<file path="config.mk">
export PLATFORM = sky130hd
export DESIGN_NAME = invaders_input_top
export DESIGN_NICKNAME = d
export VERILOG_FILES = /design/src/design/invaders_input_pkg.sv /design/src/design/coin_pulse_timer.sv /design/src/design/control_mapper.sv /design/src/design/handshake_fsm.sv /design/src/design/invaders_input_top.sv /design/src/design/key_decoder.sv
export VERILOG_INCLUDE_DIRS = /design/src /design/src/design
export SDC_FILE = /design/constraint.sdc
export NUM_CORES = 1
export LEC_CHECK = 0
export ABC_CLOCK_PERIOD_IN_PS = 4200
export BUFFER_PORTS_ARGS = -buffer_cell sky130_fd_sc_hd__buf_4
export CAP_MARGIN = 20
export CORE_UTILIZATION = 56
export CTS_BUF_LIST = sky130_fd_sc_hd__clkbuf_8 sky130_fd_sc_hd__clkbuf_16
export DETAILED_ROUTE_END_ITERATION = 10
export PLACE_DENSITY_LB_ADDON = 0.08
export SLEW_MARGIN = 15
export SYNTH_ARGS = -nofsm -noshare
export SYNTH_HDL_FRONTEND = slang
export SYNTH_SLANG_ARGS = --single-unit
</file>
<file path="constraint.sdc">
create_clock -name clk_mist -period 4.2 [get_ports clk_mist]
set_input_delay 0.84 -clock clk_mist [delete_from_list [all_inputs] [get_ports clk_mist]]
set_output_delay 0.84 -clock clk_mist [all_outputs]
set_load 0.01 [all_outputs]
</file>
<file path="src/design/invaders_macros.svh">
`ifndef INVADERS_MACROS_SVH
`define INVADERS_MACROS_SVH

// cycles the coin line stays high per press
`define COIN_PULSE_CYCLES 16

// joystick port width
`define JOY_W 8

// control word width, matches ctrl_word_t
`define CTRL_W 9

`endif

</file>
<file path="src/design/invaders_input_pkg.sv">
package invaders_input_pkg;

	// held state of every game key, 1 while the key is down
	typedef struct packed {
		logic up;
		logic down;
		logic left;
		logic right;
		logic coin;
		logic one_player;
		logic two_players;
		logic fire1;
		logic fire2;
		logic fire3;
	} button_state_t;

	// control word seen by the game core, all active high
	typedef struct packed {
		logic coin;
		logic sel1;
		logic sel2;
		logic fire;
		logic bomb;
		logic move_left;
		logic move_right;
		logic move_up;
		logic move_down;
	} ctrl_word_t;

	typedef enum logic [7:0] {
		sc_up     = 8'h75,
		sc_down   = 8'h72,
		sc_left   = 8'h6B,
		sc_right  = 8'h74,
		sc_esc    = 8'h76, // coin
		sc_f1     = 8'h05,
		sc_f2     = 8'h06,
		sc_space  = 8'h29,
		sc_alt    = 8'h11,
		sc_ctrl   = 8'h14
	} scan_code_t;

	typedef enum logic [1:0] {
		idle,
		req_high,
		wait_release
	} hs_state_t;

endpackage

</file>
<file path="src/design/coin_pulse_timer.sv">
`timescale 1ns/1ps

`include "invaders_macros.svh"

module coin_pulse_timer (
	input  logic clk_mist,
	input  logic arst_n,
	input  logic coin_key,
	output logic coin_pulse
);

	localparam int CNT_W = $clog2(`COIN_PULSE_CYCLES + 1);

	logic [CNT_W-1:0] count;
	logic             armed;

	always_ff @(posedge clk_mist or negedge arst_n) begin
		if (!arst_n) begin
			count <= '0;
			armed <= 1'b1;
		end else begin
			if (armed && coin_key) begin
				count <= CNT_W'(`COIN_PULSE_CYCLES);
				armed <= 1'b0; // one credit per press
			end else begin
				if (count != '0) begin
					count <= count - 1'b1;
				end
				if (!coin_key && count == '0) begin
					armed <= 1'b1; // released and pulse over
				end
			end
		end
	end

	assign coin_pulse = (count != '0);

	// the pulse must be gone exactly COIN_PULSE_CYCLES after it rose
	a_pulse_len: assert property (
		@(posedge clk_mist) disable iff (!arst_n)
		$rose(coin_pulse) |-> ##`COIN_PULSE_CYCLES !coin_pulse
	) else $error("coin_pulse held longer than %0d cycles", `COIN_PULSE_CYCLES);

	// no second pulse without a release in between
	a_rearm: assert property (
		@(posedge clk_mist) disable iff (!arst_n)
		$fell(coin_pulse) && coin_key |=> !coin_pulse
	) else $error("coin_pulse retriggered while key still held");

endmodule

</file>
<file path="src/design/control_mapper.sv">
`timescale 1ns/1ps

`include "invaders_macros.svh"

module control_mapper (
	input  logic                              clk_mist,
	input  logic                              arst_n,
	input  logic                              rotate,
	input  invaders_input_pkg::button_state_t buttons,
	input  logic                  [`JOY_W-1:0] joystick_0,
	input  logic                  [`JOY_W-1:0] joystick_1,
	input  logic                              coin_pulse,
	output invaders_input_pkg::ctrl_word_t    ctrl_word
);

	logic dir_right;
	logic dir_left;
	logic dir_down;
	logic dir_up;
	logic btn_fire;
	logic btn_bomb;

	invaders_input_pkg::ctrl_word_t word_next;

	// keys and both joysticks merged per direction
	assign dir_right = buttons.right | joystick_0[0] | joystick_1[0];
	assign dir_left  = buttons.left  | joystick_0[1] | joystick_1[1];
	assign dir_down  = buttons.down  | joystick_0[2] | joystick_1[2];
	assign dir_up    = buttons.up    | joystick_0[3] | joystick_1[3];
	assign btn_fire  = buttons.fire1 | joystick_0[4] | joystick_1[4];
	assign btn_bomb  = buttons.fire2 | joystick_0[5] | joystick_1[5];

	always_comb begin
		word_next.coin = coin_pulse;
		word_next.sel1 = buttons.one_player;
		word_next.sel2 = buttons.two_players;
		word_next.fire = btn_fire;
		word_next.bomb = btn_bomb;
		if (rotate) begin
			word_next.move_up    = dir_up;
			word_next.move_down  = dir_down;
			word_next.move_left  = dir_left;
			word_next.move_right = dir_right;
		end else begin
			// cabinet orientation, screen turned a quarter
			word_next.move_up    = dir_right;
			word_next.move_down  = dir_left;
			word_next.move_left  = dir_up;
			word_next.move_right = dir_down;
		end
	end

	always_ff @(posedge clk_mist or negedge arst_n) begin
		if (!arst_n) begin
			ctrl_word <= '0;
		end else begin
			ctrl_word <= word_next;
		end
	end

endmodule

</file>
<file path="src/design/handshake_fsm.sv">
`timescale 1ns/1ps

module handshake_fsm (
	input  logic                           clk_mist,
	input  logic                           arst_n,
	input  invaders_input_pkg::ctrl_word_t ctrl_word,
	input  logic                           ctrl_ack,
	output logic                           ctrl_req,
	output invaders_input_pkg::ctrl_word_t ctrl_data
);

	invaders_input_pkg::hs_state_t state;

	// ctrl_data doubles as the last sent word
	always_ff @(posedge clk_mist or negedge arst_n) begin
		if (!arst_n) begin
			state     <= invaders_input_pkg::idle;
			ctrl_req  <= 1'b0;
			ctrl_data <= '0;
		end else begin
			case (state)
				invaders_input_pkg::idle: begin
					if (ctrl_word != ctrl_data) begin
						ctrl_data <= ctrl_word; // latched with req rise
						ctrl_req  <= 1'b1;
						state     <= invaders_input_pkg::req_high;
					end
				end
				invaders_input_pkg::req_high: begin
					if (ctrl_ack) begin
						ctrl_req <= 1'b0;
						state    <= invaders_input_pkg::wait_release;
					end
				end
				invaders_input_pkg::wait_release: begin
					if (!ctrl_ack) begin
						state <= invaders_input_pkg::idle; // core has let go
					end
				end
				default: begin
					ctrl_req <= 1'b0;
					state    <= invaders_input_pkg::idle;
				end
			endcase
		end
	end

	// req may only drop after the core acknowledged
	a_req_fall: assert property (
		@(posedge clk_mist) disable iff (!arst_n)
		$fell(ctrl_req) |-> $past(ctrl_ack)
	) else $error("ctrl_req fell without ctrl_ack");

	// payload frozen for the whole request phase
	a_data_stable: assert property (
		@(posedge clk_mist) disable iff (!arst_n)
		ctrl_req && $past(ctrl_req) |-> $stable(ctrl_data)
	) else $error("ctrl_data changed while ctrl_req high");

	// a new request never starts on a stale ack
	a_no_early_req: assert property (
		@(posedge clk_mist) disable iff (!arst_n)
		$rose(ctrl_req) |-> !$past(ctrl_ack)
	) else $error("ctrl_req rose while ctrl_ack still high");

endmodule

</file>
<file path="src/design/invaders_input_top.sv">
`timescale 1ns/1ps

`include "invaders_macros.svh"

module invaders_input_top (
	input  logic               clk_mist,
	input  logic               arst_n,
	input  logic               key_strobe,
	input  logic               key_pressed,
	input  logic         [7:0] key_code,
	input  logic [`JOY_W-1:0]  joystick_0,
	input  logic [`JOY_W-1:0]  joystick_1,
	input  logic               rotate,
	input  logic               ctrl_ack,
	output logic               ctrl_req,
	output logic [`CTRL_W-1:0] ctrl_data
);

	invaders_input_pkg::button_state_t buttons;
	invaders_input_pkg::ctrl_word_t    ctrl_word;
	logic                              coin_pulse;

	key_decoder u_key_decoder (
		.clk_mist    (clk_mist),
		.arst_n      (arst_n),
		.key_strobe  (key_strobe),
		.key_pressed (key_pressed),
		.key_code    (key_code),
		.buttons     (buttons)
	);

	coin_pulse_timer u_coin_pulse_timer (
		.clk_mist   (clk_mist),
		.arst_n     (arst_n),
		.coin_key   (buttons.coin),
		.coin_pulse (coin_pulse)
	);

	control_mapper u_control_mapper (
		.clk_mist   (clk_mist),
		.arst_n     (arst_n),
		.rotate     (rotate),
		.buttons    (buttons),
		.joystick_0 (joystick_0),
		.joystick_1 (joystick_1),
		.coin_pulse (coin_pulse),
		.ctrl_word  (ctrl_word)
	);

	handshake_fsm u_handshake_fsm (
		.clk_mist  (clk_mist),
		.arst_n    (arst_n),
		.ctrl_word (ctrl_word),
		.ctrl_ack  (ctrl_ack),
		.ctrl_req  (ctrl_req),
		.ctrl_data (ctrl_data) // flat at the boundary
	);

endmodule

</file>
<file path="src/design/key_decoder.sv">
`timescale 1ns/1ps

module key_decoder (
	input  logic                              clk_mist,
	input  logic                              arst_n,
	input  logic                              key_strobe,
	input  logic                              key_pressed,
	input  logic                        [7:0] key_code,
	output invaders_input_pkg::button_state_t buttons
);

	// each key keeps its state until the opposite event for that code
	always_ff @(posedge clk_mist or negedge arst_n) begin
		if (!arst_n) begin
			buttons <= '0;
		end else if (key_strobe) begin
			case (key_code)
				invaders_input_pkg::sc_up: begin
					buttons.up <= key_pressed;
				end
				invaders_input_pkg::sc_down: begin
					buttons.down <= key_pressed;
				end
				invaders_input_pkg::sc_left: begin
					buttons.left <= key_pressed;
				end
				invaders_input_pkg::sc_right: begin
					buttons.right <= key_pressed;
				end
				invaders_input_pkg::sc_esc: begin
					buttons.coin <= key_pressed;
				end
				invaders_input_pkg::sc_f1: begin
					buttons.one_player <= key_pressed;
				end
				invaders_input_pkg::sc_f2: begin
					buttons.two_players <= key_pressed;
				end
				invaders_input_pkg::sc_space: begin
					buttons.fire1 <= key_pressed;
				end
				invaders_input_pkg::sc_alt: begin
					buttons.fire2 <= key_pressed;
				end
				invaders_input_pkg::sc_ctrl: begin
					buttons.fire3 <= key_pressed;
				end
				default: ; // unknown code, no change
			endcase
		end
	end

endmodule

</file>
# Word-level counts from Yosys, hierarchy flattened
# Index checks and enable logic that the tools add are counted.
[totals]
output_inout_bits = 10
ff_bits = 36
in_bits = 30
[op_classes]
muxes = 12
n_addsub = 1
n_eq_ne = 15
n_reduce_logical = 20
bitwise_logic = 13
[ops]
columns = ["cell", "count"]
rows = [
  ["== test 8 x 7 -> 1 bit (second input constant)", 5],
  ["AND reduction 2 bit", 10],
  ["== test 8 x 3 -> 1 bit (second input constant)", 2],
  ["bitwise OR 1 bit", 12],
  ["two-way mux 5 bit", 2],
  ["!= test 9 bit", 1],
  ["== test 8 x 5 -> 1 bit (second input constant)", 1],
  ["== test 8 x 6 -> 1 bit (second input constant)", 1],
  ["two-way mux 2 bit", 3],
  ["one-hot mux 2 bit (3 select lines)", 1],
  ["AND reduction 3 bit", 2],
  ["logical NOT 5 bit", 1],
  ["nonzero test 5 bit", 1],
  ["subtractor 5 x 1 -> 5 bit (second input constant)", 1],
  ["two-way mux 1 bit", 4],
  ["two-way mux 4 bit", 1],
  ["!= test 2 bit (second input constant)", 2],
  ["nonzero test 2 bit", 2],
  ["one-hot mux 1 bit (3 select lines)", 1],
  ["== test 2 x 1 -> 1 bit (second input constant)", 1],
  ["== test 2 bit (second input constant)", 1],
  ["logical AND 1 bit", 2],
  ["logical NOT 2 bit", 1],
  ["!= test 2 x 1 -> 1 bit (second input constant)", 1],
  ["other kinds (2)", 2],
]

# Depth between registers and ports, before layout
[depth]
word_depth = 4
depth_mapped = 6

# Modules after synthesis
# From an unflattened synthesis, not the netlist that was laid out.
[unflattened]
cells_unflattened = 133
hier_area_um2 = 1737.9
[by_module_without_submodules]
columns = ["mod", "cells_per_inst", "seq_area_each_um2", "instances", "area_each_um2"]
rows = [
  ["handshake_fsm", 42, 300.3, 1, 585.6],
  ["key_decoder", 42, 250.2, 1, 543.0],
  ["coin_pulse_timer", 29, 151.4, 1, 306.5],
  ["control_mapper", 20, 225.2, 1, 302.8],
]

# Worst setup path after synthesis
# Ideal clock, no wire load.
[synth_path]
path_kind = "input to register"
from = "input key_code[7]"
to = "register u_key_decoder.buttons[5] (netlist name)"
required_ns = 4.075
path_stages = 4
setup_time_ns = 0.125
slack_ns = 2.319
t_arrival_ns = 1.756
path_cell_list = "and4b_1 -> nand4b_1 -> nor3b_1 -> mux2_2"
[synth_via]
elab_chain_len = 2
[synth_rtl]
columns = ["item", "line_no", "rtl"]
rows = [
  ["start: declaration", "invaders_input_top.sv:10", "input logic [7:0] key_code,"],
  ["== test 8 x 7 -> 1 bit", "key_decoder.sv:17", "case (key_code)"],
  ["AND reduction 2 bit (no source line)", "n/a", ""],
]
# No other way between the ends.
# A chain may end at the register's enable or synchronous reset.

# Final worst setup path
[layout_path]
from = "input key_code[7]"
to = "register u_key_decoder.buttons[5] (netlist name)"
[layout_via]
elab_chain_len = 2
[layout_rtl]
columns = ["item", "line_no"]
rows = [
  ["== test 8 x 7 -> 1 bit", "key_decoder.sv:17"],
  ["AND reduction 2 bit (no source line)", "n/a"],
]
# No other way between the ends.

==> impl_metrics.env <==
export IMPL_drive_above_1_share_pct=38.7
export IMPL_dieHeight_um=55.8
export IMPL_ios=40
export IMPL_cp_slowest_cell="mux2_2"
export IMPL_dp_final_hpwl_mm=2.03
export IMPL_grt_max_degree=37
export IMPL_pwr_share_clk_pct=25.1
export IMPL_ys_seq_elements=36
export IMPL_final_max_slew_viol_count=0
export IMPL_grt_first_pass_wirelength_mm=4.95
export IMPL_fin_worst_skew_ps=5.97
export IMPL_power_density_nw_per_um2=590
export IMPL_cts_root_buf="clkbuf_8"
export IMPL_holdBufCountCts=0
export IMPL_topRoutingLayerUsed="met4"
export IMPL_ctsLongestPathBuffers=2
export IMPL_die_x_um=55.8
export IMPL_antenna_cells=0
export IMPL_outcome="finished clean"
export IMPL_tritoncts="done"
export IMPL_hold_viol_final=0
export IMPL_switching_share_pct=31.7
export IMPL_worstSetupStartpointType="input port"
export IMPL_dp_cells=191
export IMPL_grt_overflow=0
export IMPL_required_ps=4380
export IMPL_synthCells=126
export IMPL_power_switching_mw=0.380
export IMPL_netlist_top_cell_by_area="dfrtp_1"
export IMPL_p_seq_share_pct=43.8
export IMPL_gp_congestion=0.815
export IMPL_seq_area_frac_synth_pct=55.7
export IMPL_multiInputGateArea_sq_um=703
export IMPL_finalNetCount=198
export IMPL_wirelength_mm=2.88
export IMPL_path_buf_inv=1
export IMPL_relSlewSlack_pct=65.1
export IMPL_cts_resized=0
export IMPL_dieArea_sq_um=3110
export IMPL_path_max_fanout=4
export IMPL_yosysTopAreaCellShare_pct=54.1
export IMPL_worst_slew_pin_slew_ps=522
export IMPL_cts_htree_levels=2
export IMPL_stdcell_count=199
export IMPL_max_freq_ghz=0.554
export IMPL_ff_latch_area_sq_um=902
export IMPL_clk_pin_slew_ps=70
export IMPL_post_route_util_pct=73.6
export IMPL_irDropWorstVdd_uv=566
export IMPL_io_buffers=35
export IMPL_internal_power_mw=0.818
export IMPL_met1_length_mm=1.20
export IMPL_cts_sinks=36
export IMPL_area_growth_pct=25.3
export IMPL_drcViolationCount=0
export IMPL_post_cts_buffers=0
export IMPL_setup_tns_ps=0
export IMPL_dr_wl_met3_um=148
export IMPL_combPwrFrac_pct=31.1
export IMPL_wl_met2_mm=1.47
export IMPL_nFillCells=198
export IMPL_worstSetupPathType="in2reg"
export IMPL_leakage_nw=0.915
export IMPL_grt_pass1_vias=1126
export IMPL_syn_num_nets=157
export IMPL_min_period_ps=1800
export IMPL_hp_class="reg2reg"
export IMPL_rsz0062_at_grt="false"
export IMPL_setup_viol=0
export IMPL_finalCritPeriodShare_pct=43.0
export IMPL_drv_cap=0
export IMPL_first_iter_violations=27
export IMPL_r2r_slack_ps=2470
export IMPL_yosys_top_cells_area="dfrtp_1 54%, mux2_2 12%, xor2_1 5.4%"
export IMPL_slowest_delay_ps=360
export IMPL_ys_warn_count=0
export IMPL_rows=19
export IMPL_detail_route_antenna_nets=0
export IMPL_critPathTopFamily="simple AND/OR/NAND/NOR gates"
export IMPL_wl_per_cell_um=14.4
export IMPL_critPathArrivalTime_ps=1990
export IMPL_crit_chain="buf_4 -> and4b_1 -> nand4b_1 -> nor3b_1 -> mux2_2"
export IMPL_antenna_found_initial=0
export IMPL_firstDrtPassIters=4
export IMPL_worstSkewPairLatency_ps=290
export IMPL_netlist_area_sq_um=1620
export IMPL_grt_use_total_pct=21.4
export IMPL_num_vias=1138
export IMPL_ys_types=33
export IMPL_viasPerCell=5.72
export IMPL_numCtsBuffers=5
export IMPL_syn_avg_cell_area_sq_um=12.9
export IMPL_fp_coreArea_sq_um=2760
export IMPL_cp_end_kind="register"
export IMPL_start_util_pct=58.8
power by group through the flow:
| stage | clock [mW] | combinational, mW | sequential, mW |
|---|---|---|---|
| floorplan | 0 | 0.236 | 0.530 |
| CTS | 0.309 | 0.377 | 0.524 |
| global placement | 0 | 0.362 | 0.521 |
| detailed placement | 0 | 0.376 | 0.527 |
| global route | 0.322 | 0.413 | 0.538 |
| finish | 0.301 | 0.372 | 0.524 |
path summary, 6_finish.rpt:
kind / from / end / cells after the start
setup reg to reg: u_coin_pulse_timer.count[0]$_DFFE_PN0P_ / u_coin_pulse_timer.count[1]$_DFFE_PN0P_ / 5
max in group asynchronous: arst_n / u_coin_pulse_timer.armed$_DFFE_PN1P_ / 1
hold reg to reg: u_key_decoder.buttons[4]$_DFFE_PN0P_ / u_control_mapper.ctrl_word[7]$_DFF_PN0_ / 0
setup / recovery: key_code[7] / u_key_decoder.buttons[5]$_DFFE_PN0P_ / 5
hold / removal: u_key_decoder.buttons[4]$_DFFE_PN0P_ / u_control_mapper.ctrl_word[7]$_DFF_PN0_ / 0
min in group asynchronous: arst_n / u_handshake_fsm.ctrl_data[1]$_DFFE_PN0P_ / 1
sequential cells by signal, summed over array words and instances (netlist names):
name,flops
u_handshake_fsm.ctrl_data,9
u_key_decoder.buttons,9
u_handshake_fsm.ctrl_req,1
u_coin_pulse_timer.armed,1
u_coin_pulse_timer.count,5
u_handshake_fsm.state,2
u_control_mapper.ctrl_word,9
layer usage:
metal	GRT usage [%]	vias up
met4	10.7	0
met2	34.9	32
met5	0	-
met1	25.2	558
li1	-	541
met3	7.21	7
area by class of cell:
cell class | count | area share (%)
clock inverters | 3 | 2.10
inverters | 3 | 0.555
well taps | 31 | 1.91
multi-input cells | 86 | 34.6
repair buffers | 35 | 12.9
clock buffers | 5 | 3.39
flip-flops and latches | 36 | 44.5
worst reg2reg max path: cells and delay by family (launching register included):
family	cells	cell delay [ps]
adder cells (fa/ha/maj)	1	210
AND/OR/NAND/NOR	1	470
buffers and inverters	2	260
flip-flops	1	390
AO/OA/AOI/OAI	1	300
synth_stat cells:
cell type	n
ha_1	1
nor4bb_1	1
clkbuf_1	1
dfrtp_1	35
nor4_1	1
a22o_1	1
nand2b_1	2
mux2i_1	5
nor4_2	1
or3_1	3
nand3b_1	1
inv_1	3
mux2_2	17
nor3b_1	2
and4b_1	2
nor3_1	8
and3_1	1
o21a_1	1
a221oi_1	1
xor2_1	10
xnor2_1	1
a21oi_1	5
a311oi_4	1
and2_1	1
o21ai_0	1
mux2_1	1
nor2_1	9
nand3_1	1
nand2_1	2
a21o_2	1
nor4b_2	1
nand4b_1	4
dfstp_2	1
cells by family after synthesis:
| family | share of synthesized area, % |
|---|---|
| buffers and inverters | 0.926 |
| AO/OA/AOI/OAI | 5.56 |
| multiplexers | 15.6 |
| adder cells (fa/ha/maj) | 0.772 |
| flip-flops | 55.7 |
| XOR/XNOR | 5.95 |
| AND/OR/NAND/NOR | 15.5 |
layout by cell type (no fill, tap or decap), drive strengths merged, types with 2 or more instances in the layout:
| cell type | netlist | routed |
|---|---|---|
| buf | 0 | 35 |
| dfrtp | 35 | 35 |
| mux2 | 18 | 18 |
| xor2 | 10 | 10 |
| nor2 | 9 | 9 |
| nor3 | 8 | 8 |
| mux2i | 5 | 5 |
| a21oi | 5 | 5 |
| clkbuf | 1 | 5 |
| nand4b | 4 | 4 |
| inv | 3 | 3 |
| or3 | 3 | 3 |
| nand2 | 2 | 2 |
| nor3b | 2 | 2 |
| nand2b | 2 | 2 |
| and4b | 2 | 2 |
| nor4 | 2 | 2 |
through the flow:
step	hold WS [ps]	area, sq um	worst slack (ps)	power (mW)
2_1_floorplan	349	1620	2320	0.766
3_3_place_gp	361	1920	2120	0.883
3_5_place_dp	363	1920	2100	0.902
4_1_cts	379	2030	2420	1.21
5_1_grt	385	2030	2270	1.27
6_report	375	2030	2400	1.20
(Power assumes the default switching activity.)
